File: src/mem_test_pkg.sv
package mem_test_pkg;

  // SRAM geometry
  localparam int ADDR_BITS = 20;
  localparam int DATA_BITS = 16;
  localparam int STRB_BITS = (DATA_BITS + 7) / 8;

  // Test length and word index width
  localparam int NUM_WORDS = 8;
  localparam int IDX_BITS  = $clog2(NUM_WORDS + 1);  // Must hold NUM_WORDS itself

  // Cycles each SRAM access keeps WE or OE asserted
  localparam int SRAM_ACCESS_CYCLES = 2;
  localparam int TIMER_BITS         = $clog2(SRAM_ACCESS_CYCLES + 1);

  localparam logic [1:0] RESP_OKAY = 2'b00;

  // Tester sequence
  typedef enum logic [2:0] {
    ST_IDLE,
    ST_WRITE,  // Issue one write per word
    ST_READ,   // Stream read addresses, check responses
    ST_DONE,
    ST_FAIL
  } test_state_t;

endpackage
File: src/mem_test_index.sv
`timescale 1ns/1ps

module mem_test_index import mem_test_pkg::*; (
  input  logic                clk,
  input  logic                reset,
  input  test_state_t         state,
  input  logic                wr_fire,
  input  logic                ar_fire,
  input  logic                r_fire,
  output logic [IDX_BITS-1:0] wr_idx,
  output logic [IDX_BITS-1:0] ar_idx,
  output logic [IDX_BITS-1:0] rd_idx,
  output logic                wr_last,
  output logic                ar_all,
  output logic                rd_last
);

  test_state_t state_q;
  logic        clear;

  always_ff @(posedge clk) begin
    if (reset) begin
      state_q <= ST_IDLE;
    end else begin
      state_q <= state;
    end
  end

  // Idle, or the first cycle of a new write phase
  assign clear = (state == ST_IDLE) || ((state == ST_WRITE) && (state_q != ST_WRITE));

  always_ff @(posedge clk) begin
    if (reset || clear) begin
      wr_idx <= '0;
      ar_idx <= '0;
      rd_idx <= '0;
    end else begin
      if (wr_fire) begin
        wr_idx <= wr_idx + 1'b1;
      end
      if (ar_fire) begin
        ar_idx <= ar_idx + 1'b1;
      end
      if (r_fire) begin
        rd_idx <= rd_idx + 1'b1;
      end
    end
  end

  assign wr_last = (wr_idx == IDX_BITS'(NUM_WORDS - 1));
  assign ar_all  = (ar_idx == IDX_BITS'(NUM_WORDS));      // Every address handed out
  assign rd_last = (rd_idx == IDX_BITS'(NUM_WORDS - 1));

endmodule

File: config.mk
export PLATFORM = sky130hd
export DESIGN_NAME = mem_test_index
export DESIGN_NICKNAME = d
export VERILOG_FILES = /design/src/mem_test_pkg.sv /design/src/mem_test_index.sv
export SDC_FILE = /design/constraint.sdc
export NUM_CORES = 1
export LEC_CHECK = 0
export BUFFER_PORTS_ARGS = -buffer_cell sky130_fd_sc_hd__buf_4
export CAP_MARGIN = 15
export CORE_AREA = 4 4 41 43
export CTS_CLUSTER_SIZE = 10
export DETAILED_ROUTE_END_ITERATION = 6
export DIE_AREA = 0 0 45 47
export PLACE_DENSITY = 0.77
export SLEW_MARGIN = 20
export SYNTH_ARGS = -nofsm -noshare
export SYNTH_HDL_FRONTEND = slang
export SYNTH_SLANG_ARGS = --single-unit
File: constraint.sdc
create_clock -name clk -period 1.9 [get_ports clk]
set_input_delay 0.095 -clock clk [delete_from_list [all_inputs] [get_ports clk]]
set_output_delay 0.095 -clock clk [all_outputs]
set_load 0.05 [all_outputs]
==> flow_summary.yaml <==
run_status:
  status: "finished, final reports clean"
place:
  portBuffers: 22
  gp_congestion: 0.6971
  detailed_place_hpwl_um: 927.8
route:
  drc_errors: 0
  dr.pass1.iters: 2
  antenna_left: 0
  wl_per_cell_um: 11.09
  vias: 490
  drt_iter0_markers: 4
  viasPerCell: 4.712
  wirelength_um: 1153
logic_synthesis:
  ys_seq_area_share_pct: 47.43
  synth_top_area_share_pct: 47.43
  syn_area_per_cell_sq_um: 10.05
  ys_types: 14
  synth_area_leaders: "dfxtp_1 (47%), nor2_1 (8.3%), xor2_1 (8.3%), ha_1 (7.9%), mux2i_1 (4.7%)"
  ys_warn_count: 0
  netlist_area_sq_um: 633.1
  syn_nets: 75
  synth_top_area_cell: "dfxtp_1"
  synth_cells: 63
  synth_simple_gate_area_share_pct: 20.55
  synth_top_family_by_area: "simple AND/OR/NAND/NOR gates"
  synth-seq-cells: 15
  synth.area.mux_share_pct: 4.743
  synthAdderAreaFrac_pct: 7.905
  synth_xor_area_share_pct: 12.45
  synth_compound_area_share_pct: 3.360
worst_setup_path:
  cp.depth: 4
  critPathLaunch: "ar_idx[0]"
  cp_top_family: "flip-flops"
  crit_chain: "inv_1 -> ha_1 -> and3b_1 -> buf_4"
  path_max_fanout: 5
  critPathKind: "reg -> out"
  r2r_start: "state_q[2]"
  cp-end-kind: "output pin"
  endpoint: "ar_all"
  max_stage_delay_ps: 430
  critPathSlowestCell: "dfxtp_1"
  r2r-end: "wr_idx[3]"
  critPathLaunchType: "flop"
  worst-r2r-cell-count: 3
  path_buf_inv: 2
  critPathArrivalTime_ps: 1300
  required_ps: 1800
  r2r_slack_ps: 710
timing:
  tns_ps: 0
  grt_setup_unrepaired: "false"
  setup_viol: 0
  hold_viol_final: 0
  worstMarginPinSlew_ps: 493.5
  drv_slew: 0
  relSlewSlack_pct: 67.10
  finClkSkew_ps: 2.050
  finalCritPeriodShare_pct: 73.46
  finalCriticalPeriod_ps: 1396
  fmax_ghz: 0.7164
cells_and_area:
  layout_commonest_cell: "buf_4"
  multiInputGateArea_sq_um: 310.3
  fillers: 127
  area_delta_synth_final_pct: 33.00
  final_cell_mix: "buf_4 (22), dfxtp_1 (15), nor2_1 (14)"
  ff_latch_area_sq_um: 300.3
  antenna_cells: 0
  layout.nets: 102
  layout-drive-gt1-share_pct: 29.21
power_and_ir_drop:
  max-vdd-ir-drop_mv: 0.4392
  power.density_nw_per_um2: 729.9
  leakage_nw: 0.3979
  total_power_mw: 0.6146
cts:
  h-tree-depth: 1
  clk_latency_ps: 280
  post-cts-setup-buffer-count: 0
  clock-sinks: 15
  clk_pin_slew_ps: 80
  cts-root-buf: "clkbuf_4"
  cts_tree: "done"
  cts_buffer_depth: 2
  numCtsBuffers: 3
min_path:
  hp-class: "in -> reg"
floorplan:
  rows: 13
  start_util_pct: 48.65
  core_sq_um: 1301
  fp.dieW_um: 45
  boundaryPins: 23
  die_h_um: 47
  dieArea_sq_um: 2115
global_route:
  grt_usage_pct: 12.71
  grt_start_max_net_pins: 13
  grt_pass1_vias: 459
  grt_pass1_wl_um: 1828
  antenna_found_initial: 0
  overflow: 0
job:
  maxCapViolCount: 0
-- layer usage --
metal / vias to the layer above / track usage (%) / wire length, um
met5: - / 0 / 0
met4: 0 / 8.772 / 29
met3: 4 / 5.747 / 80
met2: 14 / 21.47 / 570
met1: 216 / 12.47 / 471
li1: 256 / - / -
-- logic make-up after synthesis --
logic type | count (synthesis)
AND/OR/NAND/NOR | 27
AO/OA/AOI/OAI | 1
adder cells (fa/ha/maj) | 4
flip-flops | 15
multiplexers | 3
XOR/XNOR | 9
buffers and inverters | 4
-- final cells by class --
| cell class | count | area share [%] |
|---|---|---|
| Clock buffer | 4 | 3.120 |
| Sequential cell | 15 | 35.66 |
| Multi-Input combinational cell | 44 | 36.85 |
| Tap cell | 15 | 2.229 |
| Inverter | 3 | 1.337 |
| Timing Repair Buffer | 23 | 20.80 |
-- synth_stat cells (all sizes together) --
master,n
and3b,1
and4bb,1
buf,1
dfxtp,15
ha,4
inv,3
mux2i,3
nand2,5
nand4,3
nor2,14
nor2b,3
o31ai,1
xnor2,3
xor2,6
-- power by group --
part	internal, mW	switching, mW	total, mW
clock	0.0816	0.0918	0.173
sequential	0.327	0.0116	0.338
combinational	0.0417	0.0611	0.103
total	0.450	0.164	0.615
-- per-stage QoR --
| stage | cells | cell area, sq um | setup slack, ps | hold WS, ps | utilization (%) |
|---|---|---|---|---|---|
| finish | 104 | 842.1 | 504.2 | 51.67 | 64.71 |
| global route | 104 | 842.1 | 442.5 | 41.16 | 64.71 |
| CTS | 104 | 842.1 | 494.1 | 41.87 | 64.71 |
| detailed placement | 99 | 805.8 | 697.4 | 292.1 | 61.92 |
| global placement | 99 | 805.8 | 730.7 | 285.1 | 61.92 |
| floorplan | 63 | 633.1 | 168.0 | 166.6 | - |
-- how the worst min path moves through the flow --
stage | from | to | slack (ps) | depth (start not counted)
after floorplan | reset | state_q[0] | 170 | 1
after global placement | reset | state_q[0] | 290 | 2
after detailed placement | reset | state_q[1] | 290 | 2
after CTS | state[0] | state_q[0] | 40 | 2
after global routing | state[0] | state_q[0] | 40 | 2
final | state[0] | state_q[0] | 50 | 2
-- sequential cells by signal, summed over array words and instances (netlist names) --
signal   cells
rd_idx       4
wr_idx       4
ar_idx       4
state_q      3
-- timing repair --
item,CTS,global route
hold buffers,1,0
endpoints found under the setup margin,0,0
endpoints found under the hold margin,3,0
resized for setup,0,0
(Power assumes the default switching activity.)
