File: src/mem_test_pkg.sv
package mem_test_pkg;

  // SRAM geometry
  localparam int ADDR_BITS = 20;
  localparam int DATA_BITS = 16;
  localparam int STRB_BITS = (DATA_BITS + 7) / 8;

  // Test length and word index width
  localparam int NUM_WORDS = 8;
  localparam int IDX_BITS  = $clog2(NUM_WORDS + 1);  // Must hold NUM_WORDS itself

  // Cycles each SRAM access keeps WE or OE asserted
  localparam int SRAM_ACCESS_CYCLES = 2;
  localparam int TIMER_BITS         = $clog2(SRAM_ACCESS_CYCLES + 1);

  localparam logic [1:0] RESP_OKAY = 2'b00;

  // Tester sequence
  typedef enum logic [2:0] {
    ST_IDLE,
    ST_WRITE,  // Issue one write per word
    ST_READ,   // Stream read addresses, check responses
    ST_DONE,
    ST_FAIL
  } test_state_t;

endpackage
File: src/mem_test_fsm.sv
`timescale 1ns/1ps

module mem_test_fsm import mem_test_pkg::*; (
  input  logic        clk,
  input  logic        reset,
  input  logic        start,
  input  logic        wr_last,
  input  logic        ar_all,
  input  logic        rd_last,
  input  logic        data_ok,
  output logic        axi_awvalid,
  input  logic        axi_awready,
  output logic        axi_wvalid,
  input  logic        axi_wready,
  input  logic        axi_bvalid,
  output logic        axi_arvalid,
  input  logic        axi_arready,
  input  logic        axi_rvalid,
  output logic        axi_bready,
  output logic        axi_rready,
  output logic        wr_fire,
  output logic        ar_fire,
  output logic        r_fire,
  output test_state_t state,
  output logic        test_done,
  output logic        test_pass
);

  test_state_t state_next;
  logic        aw_hs;
  logic        w_hs;
  logic        aw_acc;       // Address channel already taken for this word
  logic        w_acc;        // Data channel already taken for this word
  logic        b_wait;       // Write accepted, response not yet seen
  logic        write_issue;
  logic        read_issue;

  assign axi_bready = 1'b1;
  assign axi_rready = 1'b1;

  assign aw_hs   = axi_awvalid && axi_awready;
  assign w_hs    = axi_wvalid && axi_wready;
  assign wr_fire = (aw_acc || aw_hs) && (w_acc || w_hs);
  assign ar_fire = axi_arvalid && axi_arready;
  assign r_fire  = (state == ST_READ) && axi_rvalid && axi_rready;

  // Next word goes out once the previous one is fully retired
  assign write_issue = (state == ST_WRITE) && !axi_awvalid && !axi_wvalid
                       && !aw_acc && !w_acc && !b_wait;
  assign read_issue  = (state == ST_READ) && !axi_arvalid && !ar_all;

  always_comb begin
    state_next = state;
    case (state)
      ST_IDLE, ST_DONE, ST_FAIL: begin
        if (start) begin
          state_next = ST_WRITE;
        end
      end
      ST_WRITE: begin
        if (wr_fire && wr_last) begin
          state_next = ST_READ;
        end
      end
      ST_READ: begin
        if (r_fire) begin
          if (!data_ok) begin
            state_next = ST_FAIL;
          end else if (rd_last) begin
            state_next = ST_DONE;
          end
        end
      end
      default: state_next = ST_IDLE;
    endcase
  end

  always_ff @(posedge clk) begin
    if (reset) begin
      state       <= ST_IDLE;
      axi_awvalid <= 1'b0;
      axi_wvalid  <= 1'b0;
      axi_arvalid <= 1'b0;
      aw_acc      <= 1'b0;
      w_acc       <= 1'b0;
      b_wait      <= 1'b0;
    end else begin
      state       <= state_next;
      // A raised valid stays up until its ready
      axi_awvalid <= (axi_awvalid && !axi_awready) || write_issue;
      axi_wvalid  <= (axi_wvalid && !axi_wready) || write_issue;
      axi_arvalid <= (axi_arvalid && !axi_arready) || read_issue;
      aw_acc      <= !wr_fire && (aw_acc || aw_hs);
      w_acc       <= !wr_fire && (w_acc || w_hs);
      if (wr_fire) begin
        b_wait <= 1'b1;
      end else if (axi_bvalid && axi_bready) begin
        b_wait <= 1'b0;
      end
    end
  end

  assign test_done = (state == ST_DONE) || (state == ST_FAIL);
  assign test_pass = (state != ST_FAIL);

endmodule

File: config.mk
export PLATFORM = sky130hd
export DESIGN_NAME = mem_test_fsm
export DESIGN_NICKNAME = d
export VERILOG_FILES = /design/src/mem_test_pkg.sv /design/src/mem_test_fsm.sv
export SDC_FILE = /design/constraint.sdc
export NUM_CORES = 1
export LEC_CHECK = 0
export BUFFER_PORTS_ARGS = -buffer_cell sky130_fd_sc_hd__buf_4
export CORE_AREA = 2 2 39 41
export DETAILED_ROUTE_END_ITERATION = 16
export DIE_AREA = 0 0 41 43
export GPL_TIMING_DRIVEN = 0
export PLACE_DENSITY = 0.73
export SETUP_SLACK_MARGIN = 0.5
export SYNTH_ARGS = -nofsm -noshare
export SYNTH_HDL_FRONTEND = slang
export SYNTH_SLANG_ARGS = --single-unit
File: constraint.sdc
create_clock -name clk -period 2.5 [get_ports clk]
set_clock_uncertainty 0.05 [all_clocks]
set_input_delay 0.25 -clock clk [delete_from_list [all_inputs] [get_ports clk]]
set_output_delay 0.25 -clock clk [all_outputs]
set_load 0.01 [all_outputs]
==> impl_metrics.py, run 1 <==
metrics = {
    "run_status": {
        "status": "complete, no violations",
    },
    "placement": {
        "dp_cells": 101,
        "detailed_place.area_um2": 708,
        "place_ws_ns": 1.04,
        "io_buffers": 22,
        "gp_congestion": 0.791,
        "hpwl_um": 893,
    },
    "synth": {
        "async_reset_ff_share_pct": 0,
        "synth-edff-count": 0,
        "synthDistinctLibCells": 30,
        "ys_ff_latch": 9,
        "synth_mux_area_share_pct": 2.89,
        "synth-main-ff-cell": "dfxtp_1",
        "postSynthAreaPerCell_um2": 8.37,
        "synthAdderAreaFrac_pct": 0,
        "synth_area_um2": 519,
        "synth_compound_area_share_pct": 23.1,
        "yosys.area_share.simple_pct": 30.6,
        "synth-xor-area-share_pct": 0,
        "ys_warn_count": 0,
        "synth_top_family_by_area": "simple AND/OR/NAND/NOR gates",
        "synthCells": 62,
        "synth_seq_area_share_pct": 34.7,
    },
    "timing": {
        "fmax_mhz": 613,
        "hold_viol_final": 0,
        "worst_slack_ns": 0.870,
        "finalSetupViolCount": 0,
        "grt_setup_unrepaired": "false",
        "slew_viol_final": 0,
        "setup_tns_ns": 0,
        "fin_crit_ns": 1.63,
        "final.period_utilization_pct": 65.2,
    },
    "cells_and_area": {
        "area_delta_synth_final_pct": 41.4,
        "layout.nets": 102,
        "layout_commonest_cell": "buf_4",
        "final_cell_mix": "buf_4, dfxtp_1, a21oi_1, nor2_1, nor3_1",
        "antenna_cells": 0,
        "instances_no_fill": 105,
        "final_area_um2": 734,
        "final_layout_size_suffix_gt1_share_pct": 40.4,
    },
    "grt": {
        "grt_max_degree": 11,
        "grt_overflow": 0,
        "grtUsageTotal_pct": 15.3,
        "grt_pass1_wl_um": 1810,
        "first_global_vias": 453,
        "antenna_found_initial": 0,
    },
    "die": {
        "ios": 25,
        "fp.dieH_um": 43,
        "core_um2": 1380,
        "dieArea_um2": 1760,
        "initial_core_util_pct": 37.5,
        "fp-row-count": 14,
        "die_w_um": 41,
    },
    "min_path": {
        "worstHoldPathType": "in -> reg",
    },
    "critical_path": {
        "crit_type": "reg -> out",
        "ff2ff_setup_slack_ns": 1.00,
        "critPathCaptureType": "output port",
        "cp_max_fo": 10,
        "start_kind": "register",
        "cp_data_required_time_ns": 2.20,
        "arrival_ns": 1.33,
    },
    "power_and_ir_drop": {
        "internal_power_mw": 0.377,
        "p_comb_share_pct": 44.8,
        "powerDensity_nw_per_um2": 788,
        "p_sw_mw": 0.202,
        "switching_share_pct": 34.9,
        "worst_ir_drop_vdd_uv": 349,
        "p_seq_share_pct": 36.6,
        "p_clk_share_pct": 18.5,
        "leakage_nw": 0.345,
    },
    "clock_network": {
        "h-tree-depth": 1,
        "cts_setup_buffers": 0,
        "cts_root_buffer": "clkbuf_4",
        "clkLatencyLatePin_ns": 0.25,
        "clockBufferDepth": 2,
        "cts_hold_buffers": 0,
        "numCtsBuffers": 3,
        "path_clk_slew_ns": 0.06,
        "cts_tree": "done",
        "cts_resized": 0,
        "clock-sinks": 9,
    },
    "routing": {
        "wire_per_inst_um": 10.8,
        "drc": 0,
        "vias": 520,
        "viasPerCell": 4.95,
        "antenna_left": 0,
        "top_layer_used": "met4",
        "met3_length_um": 83,
        "drtIter0Drc": 9,
        "met2WireLength_um": 536,
        "dr.pass1.iters": 4,
        "wl_met1_um": 494,
        "drt-total-wl_um": 1140,
    },
    "flow_run": {
        "max-cap-violations": 0,
    },
}
## worst paths after layout
kind	start	cells after the start	endpoint
setup / recovery	state[1]	4	r_fire
hold / removal	axi_bvalid	3	b_wait
setup reg to reg	state[0]	4	state[0]
hold reg to reg	b_wait	2	b_wait
## synthesized netlist by cell type (2+ instances only)
library cell	instances	area (um2)
a21oi_1	8	40.0
and2_1	2	12.5
buf_4	2	15.0
dfxtp_1	9	180
inv_1	2	7.51
nand2_1	2	7.51
nand2b_1	2	12.5
nand3_1	2	10.0
nor2_1	6	22.5
nor2b_1	3	18.8
nor3_1	4	20.0
or2b_1	2	15.0
## routing by layer
layer | track usage (%) | up-vias
met5 | 0 | -
met4 | 10.0 | 0
met3 | 5.24 | 2
met2 | 22.2 | 18
met1 | 18.0 | 235
li1 | - | 265
## cell type report
| cell class | instances | area [um2] |
|---|---|---|
| Timing Repair Buffer | 22 | 165 |
| Multi-Input combinational cell | 47 | 302 |
| Inverter | 3 | 11.3 |
| Clock buffer | 4 | 26.3 |
| Buffer | 4 | 30.0 |
| Fill cell | 137 | 649 |
| Tap cell | 16 | 20.0 |
| Sequential cell | 9 | 180 |
## state kept, by name (all words and copies together) (netlist names)
signal	cells
w_acc	1
axi_awvalid	1
aw_acc	1
state	3
axi_wvalid	1
b_wait	1
axi_arvalid	1
## cells by family (layout without fill, tap and decap cells)
kind of cell / after synthesis / after routing
other cells: 1 / 2
mux: 1 / 1
simple gates: 28 / 28
buf+inv: 7 / 33
flops: 9 / 9
compound gates: 16 / 16
## per-stage QoR
step	utilization [%]	hold WS (ns)	total power, mW
floorplan	-	0.370	0.386
global placement	51.2	0.415	0.467
detailed placement	51.2	0.415	0.474
CTS	53.1	0.210	0.583
global route	53.1	0.216	0.624
finish	53.1	0.214	0.579
## power by group through the flow
stage	clock network, mW	logic (mW)	registers, mW
after floorplan	0	0.167	0.219
after global placement	0	0.253	0.214
after detailed placement	0	0.259	0.215
after CTS	0.112	0.260	0.212
after global routing	0.117	0.288	0.219
final	0.107	0.260	0.212
## critical path: stages (launching register included)
cell and delay, ns:
dfxtp_1 0.34, buf_6 0.14, nor3b_1 0.28, and2_1 0.20
buf_4 0.12
No activity file was read; power rests on OpenSTA's default activity.
==> inputs of run 2 (changes only) <==
--- a/config.mk
+++ b/config.mk
@@ -6,9 +6,9 @@
 export NUM_CORES = 1
 export LEC_CHECK = 0
 export BUFFER_PORTS_ARGS = -buffer_cell sky130_fd_sc_hd__buf_4
-export CORE_AREA = 2 2 39 41
+export CORE_AREA = 2 2 40 42
 export DETAILED_ROUTE_END_ITERATION = 16
-export DIE_AREA = 0 0 41 43
+export DIE_AREA = 0 0 42 44
 export GPL_TIMING_DRIVEN = 0
 export PLACE_DENSITY = 0.73
 export SETUP_SLACK_MARGIN = 0.5
==> constraint.sdc (replaced) <==
create_clock -name clk -period 1.36 [get_ports clk]
set_clock_uncertainty 0.05 [all_clocks]
set_input_delay 0.136 -clock clk [delete_from_list [all_inputs] [get_ports clk]]
set_output_delay 0.136 -clock clk [all_outputs]
set_load 0.01 [all_outputs]
==> impl_metrics.py, run 2 (synthesized netlist as in run 1, its figures left out) <==
metrics = {
    "die": {
        "core_um2": 1420,
        "ios": 25,
        "initial_core_util_pct": 36.6,
        "dieArea_um2": 1850,
        "fp-row-count": 14,
        "die_w_um": 42,
        "fp.dieH_um": 44,
    },
    "placement": {
        "gp_congestion": 0.800,
        "io_buffers": 22,
        "hpwl_um": 896,
        "place_ws_ns": -0.0553,
        "dp_cells": 101,
    },
    "clock_network": {
        "cts_tree": "done",
        "path_clk_slew_ns": 0.06,
        "numCtsBuffers": 3,
        "clockBufferDepth": 2,
        "h-tree-depth": 1,
        "clock-sinks": 9,
        "cts_hold_buffers": 0,
        "clkLatencyLatePin_ns": 0.26,
        "cts_root_buffer": "clkbuf_4",
    },
    "grt": {
        "antenna_found_initial": 0,
        "first_global_vias": 539,
        "grt_pass1_wl_um": 2300,
        "grtUsageTotal_pct": 16.6,
        "grt_overflow": 0,
        "grt_max_degree": 11,
    },
    "power_and_ir_drop": {
        "power_mw": 1.41,
        "powerDensity_nw_per_um2": 1440,
        "worst_ir_drop_vdd_uv": 851,
        "leakage_nw": 0.463,
    },
    "routing": {
        "drt-total-wl_um": 1600,
        "antenna_left": 0,
        "drtIter0Drc": 13,
        "wire_per_inst_um": 13.5,
        "vias": 602,
        "viasPerCell": 5.10,
        "drc": 0,
        "dr.pass1.iters": 4,
    },
    "cells_and_area": {
        "instances_no_fill": 118,
        "largest_reg_flops": 3,
        "antenna_cells": 0,
        "final_layout_size_suffix_gt1_share_pct": 67.6,
        "top_register": "state",
        "layout.nets": 115,
        "post-route-util_pct": 68.8,
        "area_delta_synth_final_pct": 88.0,
        "layout_commonest_cell": "buf_4",
        "final_cell_mix": "buf_4, buf_6, nor2_1, dfxtp_2",
    },
    "critical_path": {
        "crit_type": "reg -> reg",
        "cpPeakStageDelay_ns": 0.34,
        "critPathCaptureType": "register",
        "path_cells": "buf_6 > nor2b_4 > a211oi_2 > a221o_1 > mux2_4",
        "slowest_stage": "a221o_1",
        "start_kind": "register",
        "cp_data_required_time_ns": 1.45,
        "cpLargestDelayFamily": "compound AO/OA/AOI/OAI gates",
        "arrival_ns": 1.49,
        "cp_max_fo": 8,
        "crit_buf_inv": 1,
    },
    "timing": {
        "tightest_slew_ns": 0.510,
        "final.period_utilization_pct": 103,
        "setup_tns_ns": -0.0587,
        "slew_viol_final": 0,
        "slew_headroom_pct": 66.0,
        "fin_crit_ns": 1.40,
        "finalSetupViolCount": 2,
        "hold_viol_final": 0,
        "worst_slack_ns": -0.0375,
        "grt_setup_unrepaired": "true",
        "fmax_mhz": 716,
    },
    "run_status": {
        "violations": "setup timing",
        "status": "complete, but fails checks",
    },
    "flow_run": {
        "max-cap-violations": 0,
    },
    "min_path": {
        "worstHoldPathType": "in -> reg",
    },
}
-- run 2: metal layers --
layer  track usage [%]  part of all wire (%)
met1              19.9                    38
met2              29.4                    56
met3              5.00                   4.6
met4              3.87                   1.4
met5                 0                     0
-- run 2: metrics by stage --
step	hold WS, ns	cell area [um2]
2_1_floorplan	0.249	538
3_5_place_dp	0.364	723
5_1_grt	0.110	976
3_3_place_gp	0.355	723
4_1_cts	0.105	912
6_report	0.116	976
-- run 2: final timing paths --
check | from | cells after the start | to | slack, ns
hold / removal | axi_awready | 3 | axi_awvalid | 0.12
setup / recovery | state[1] | 5 | state[0] | -0.04
setup reg to reg | state[1] | 5 | state[0] | -0.04
hold reg to reg | b_wait | 2 | b_wait | 0.48
-- run 2: where the power goes --
part | internal, mW | switching (mW) | leakage [nW] | total [mW]
registers | 0.335 | 0.0818 | 0.0777 | 0.417
clock network | 0.113 | 0.0917 | 0.0150 | 0.205
logic | 0.462 | 0.326 | 0.370 | 0.788
-- run 2: layout make-up --
class | instances | area (um2)
Inverter | 3 | 11.3
Clock buffer | 4 | 26.3
Tap cell | 16 | 20.0
Timing Repair Buffer | 35 | 323
Buffer | 4 | 30.0
Multi-Input combinational cell | 47 | 368
Sequential cell | 9 | 198
Fill cell | 106 | 443
-- run 2: worst register-to-register path, stage by stage (launching register included) --
cell and delay [ns]:
dfxtp_2 0.32, buf_6 0.13, nor2b_4 0.10, a211oi_2 0.04
a221o_1 0.34, mux2_4 0.30
-- run 2: what timing repair did --
item                       CTS  global route
resized for setup           29             7
gates cloned                 0             0
pin swaps                    8             2
setup endpoints to repair   18            20
buffers inserted             8             5
==> inputs of run 3 (changes only) <==
--- a/config.mk
+++ b/config.mk
@@ -10,8 +10,10 @@
 export DETAILED_ROUTE_END_ITERATION = 16
 export DIE_AREA = 0 0 42 44
 export GPL_TIMING_DRIVEN = 0
+export HOLD_SLACK_MARGIN = 0.15
 export PLACE_DENSITY = 0.73
 export SETUP_SLACK_MARGIN = 0.5
+export SLEW_MARGIN = 20
 export SYNTH_ARGS = -nofsm -noshare
 export SYNTH_HDL_FRONTEND = slang
 export SYNTH_SLANG_ARGS = --single-unit
==> constraint.sdc (replaced) <==
create_clock -name clk -period 1.36 [get_ports clk]
set_clock_uncertainty 0.05 [all_clocks]
set_input_delay 0.136 -clock clk [delete_from_list [all_inputs] [get_ports clk]]
set_output_delay 0.136 -clock clk [all_outputs]
set_load 0.02 [all_outputs]
==> impl_metrics.py, run 3 (synthesized netlist as in run 1, its figures left out) <==
metrics = {
    "clock_network": {
        "h-tree-depth": 1,
        "numCtsBuffers": 3,
        "cts_tree": "done",
        "clockBufferDepth": 2,
        "clock-sinks": 9,
        "clkLatencyLatePin_ns": 0.27,
        "path_clk_slew_ns": 0.08,
        "cts_root_buffer": "clkbuf_4",
    },
    "cells_and_area": {
        "antenna_cells": 0,
        "area_delta_synth_final_pct": 100,
        "instances_no_fill": 121,
        "largest_reg_flops": 3,
        "layout.nets": 118,
        "top_register": "state",
        "final_cell_mix": "buf_4, buf_6, nor2_1, a21oi_1",
        "final_layout_size_suffix_gt1_share_pct": 69.5,
    },
    "routing": {
        "drtIter0Drc": 7,
        "viasPerCell": 4.91,
        "drt-total-wl_um": 1560,
        "wire_per_inst_um": 12.9,
        "drc": 0,
        "dr.pass1.iters": 3,
        "antenna_left": 0,
        "vias": 594,
    },
    "run_status": {
        "violations": "setup timing",
        "status": "complete, but fails checks",
    },
    "critical_path": {
        "worstReg2RegStart": "state[1]",
        "cp_data_required_time_ns": 1.46,
        "reg2reg_to": "state[0]",
        "path_cells": "buf_8 > nor2b_4 > a211oi_2 > a221o_1 > mux2_4",
        "slowest_stage": "a221o_1",
        "cpPeakStageDelay_ns": 0.36,
        "crit_type": "reg -> reg",
        "crit_buf_inv": 1,
        "crit_start": "state[1]",
        "reg2regPathDepth": 5,
        "path_depth": 5,
        "start_kind": "register",
        "endpoint": "state[0]",
        "cpLargestDelayFamily": "compound AO/OA/AOI/OAI gates",
        "ff2ff_setup_slack_ns": -0.08,
        "cp_max_fo": 8,
        "critPathCaptureType": "register",
        "arrival_ns": 1.54,
    },
    "placement": {
        "io_buffers": 22,
        "gp_congestion": 0.667,
        "dp_cells": 101,
    },
    "timing": {
        "finalSetupViolCount": 3,
        "hold_viol_final": 0,
        "tightest_slew_ns": 0.510,
        "worst_slack_ns": -0.0821,
        "slew_headroom_pct": 66.0,
        "fmax_mhz": 693,
        "slew_viol_final": 0,
        "final.period_utilization_pct": 106,
        "fin_crit_ns": 1.44,
        "grt_setup_unrepaired": "true",
    },
    "power_and_ir_drop": {
        "power_mw": 1.52,
        "leakage_nw": 0.490,
        "worst_ir_drop_vdd_uv": 852,
        "powerDensity_nw_per_um2": 1460,
    },
    "grt": {
        "grtUsageTotal_pct": 17.8,
        "busiest_layer": "met2",
        "grt_max_degree": 11,
        "grt_overflow": 0,
        "grt_pass1_wl_um": 2420,
        "use_met1_pct": 17.6,
        "first_global_vias": 574,
        "grt_use_met3_pct": 4.17,
        "antenna_found_initial": 0,
        "use_met2_pct": 35.9,
    },
    "die": {
        "initial_core_util_pct": 36.6,
        "fp-row-count": 14,
        "die_w_um": 42,
        "dieArea_um2": 1850,
        "fp.dieH_um": 44,
        "core_um2": 1420,
        "ios": 25,
    },
    "min_path": {
        "worstHoldPathType": "in -> reg",
    },
    "flow_run": {
        "max-cap-violations": 0,
    },
}
==> run 3: worst reg2reg max path, cell delays in order (launching register included) <==
cell      delay, ns
dfxtp_4        0.34
buf_8          0.13
nor2b_4        0.10
a211oi_2       0.04
a221o_1        0.36
mux2_4         0.30
==> run 3: worst min path at each step <==
stage / depth (start not counted) / to / slack [ns] / from
after floorplan: 2 / axi_awvalid / 0.25 / axi_awready
after global placement: 3 / axi_wvalid / 0.35 / axi_wready
after detailed placement: 3 / b_wait / 0.36 / axi_bvalid
after CTS: 3 / b_wait / 0.07 / axi_bvalid
after global routing: 3 / b_wait / 0.08 / axi_bvalid
final: 3 / axi_awvalid / 0.08 / axi_awready
==> run 3: power by group <==
group / switching, mW / internal [mW]
clock network: 0.112 / 0.109
registers: 0.0837 / 0.340
logic: 0.366 / 0.510
total: 0.562 / 0.958
==> run 3: metal layers <==
| layer | vias to the layer above | part of all wire, % |
|---|---|---|
| li1 | 298 | - |
| met1 | 282 | 35 |
| met2 | 12 | 60 |
| met3 | 2 | 4.0 |
| met4 | 0 | 1.0 |
| met5 | - | 0 |
==> run 3: what timing repair did <==
action | in CTS | in global routing
cloned | 0 | 0
endpoints found under the setup margin | 19 | 20
hold endpoints to repair | 7 | 6
pin swaps | 6 | 5
gates resized for setup | 27 | 11
buffers inserted | 12 | 4
==> run 3: final cells by class <==
type                       instances  area, um2
buffer                             4       33.8
clock buffer                       3       22.5
clock inverter                     1       5.00
fill                             109        380
inverter                           3       11.3
multi-input combinational         47        385
sequential                         9        200
tap                               16       20.0
timing repair buffer              38        360
==> run 3: through the flow <==
| stage | setup WS (ns) | area, um2 | setup TNS, ns | utilization, % | hold slack, ns |
|---|---|---|---|---|---|
| floorplan | -0.0558 | 551 | -0.0558 | - | 0.249 |
| global route | -0.127 | 1040 | -0.382 | 73.2 | 0.0838 |
| detailed placement | -0.0758 | 736 | -0.0758 | 51.9 | 0.358 |
| global placement | -0.0380 | 736 | -0.0380 | 51.9 | 0.353 |
| finish | -0.0821 | 1040 | -0.160 | 73.2 | 0.0817 |
| CTS | -0.0806 | 961 | -0.141 | 67.7 | 0.0673 |
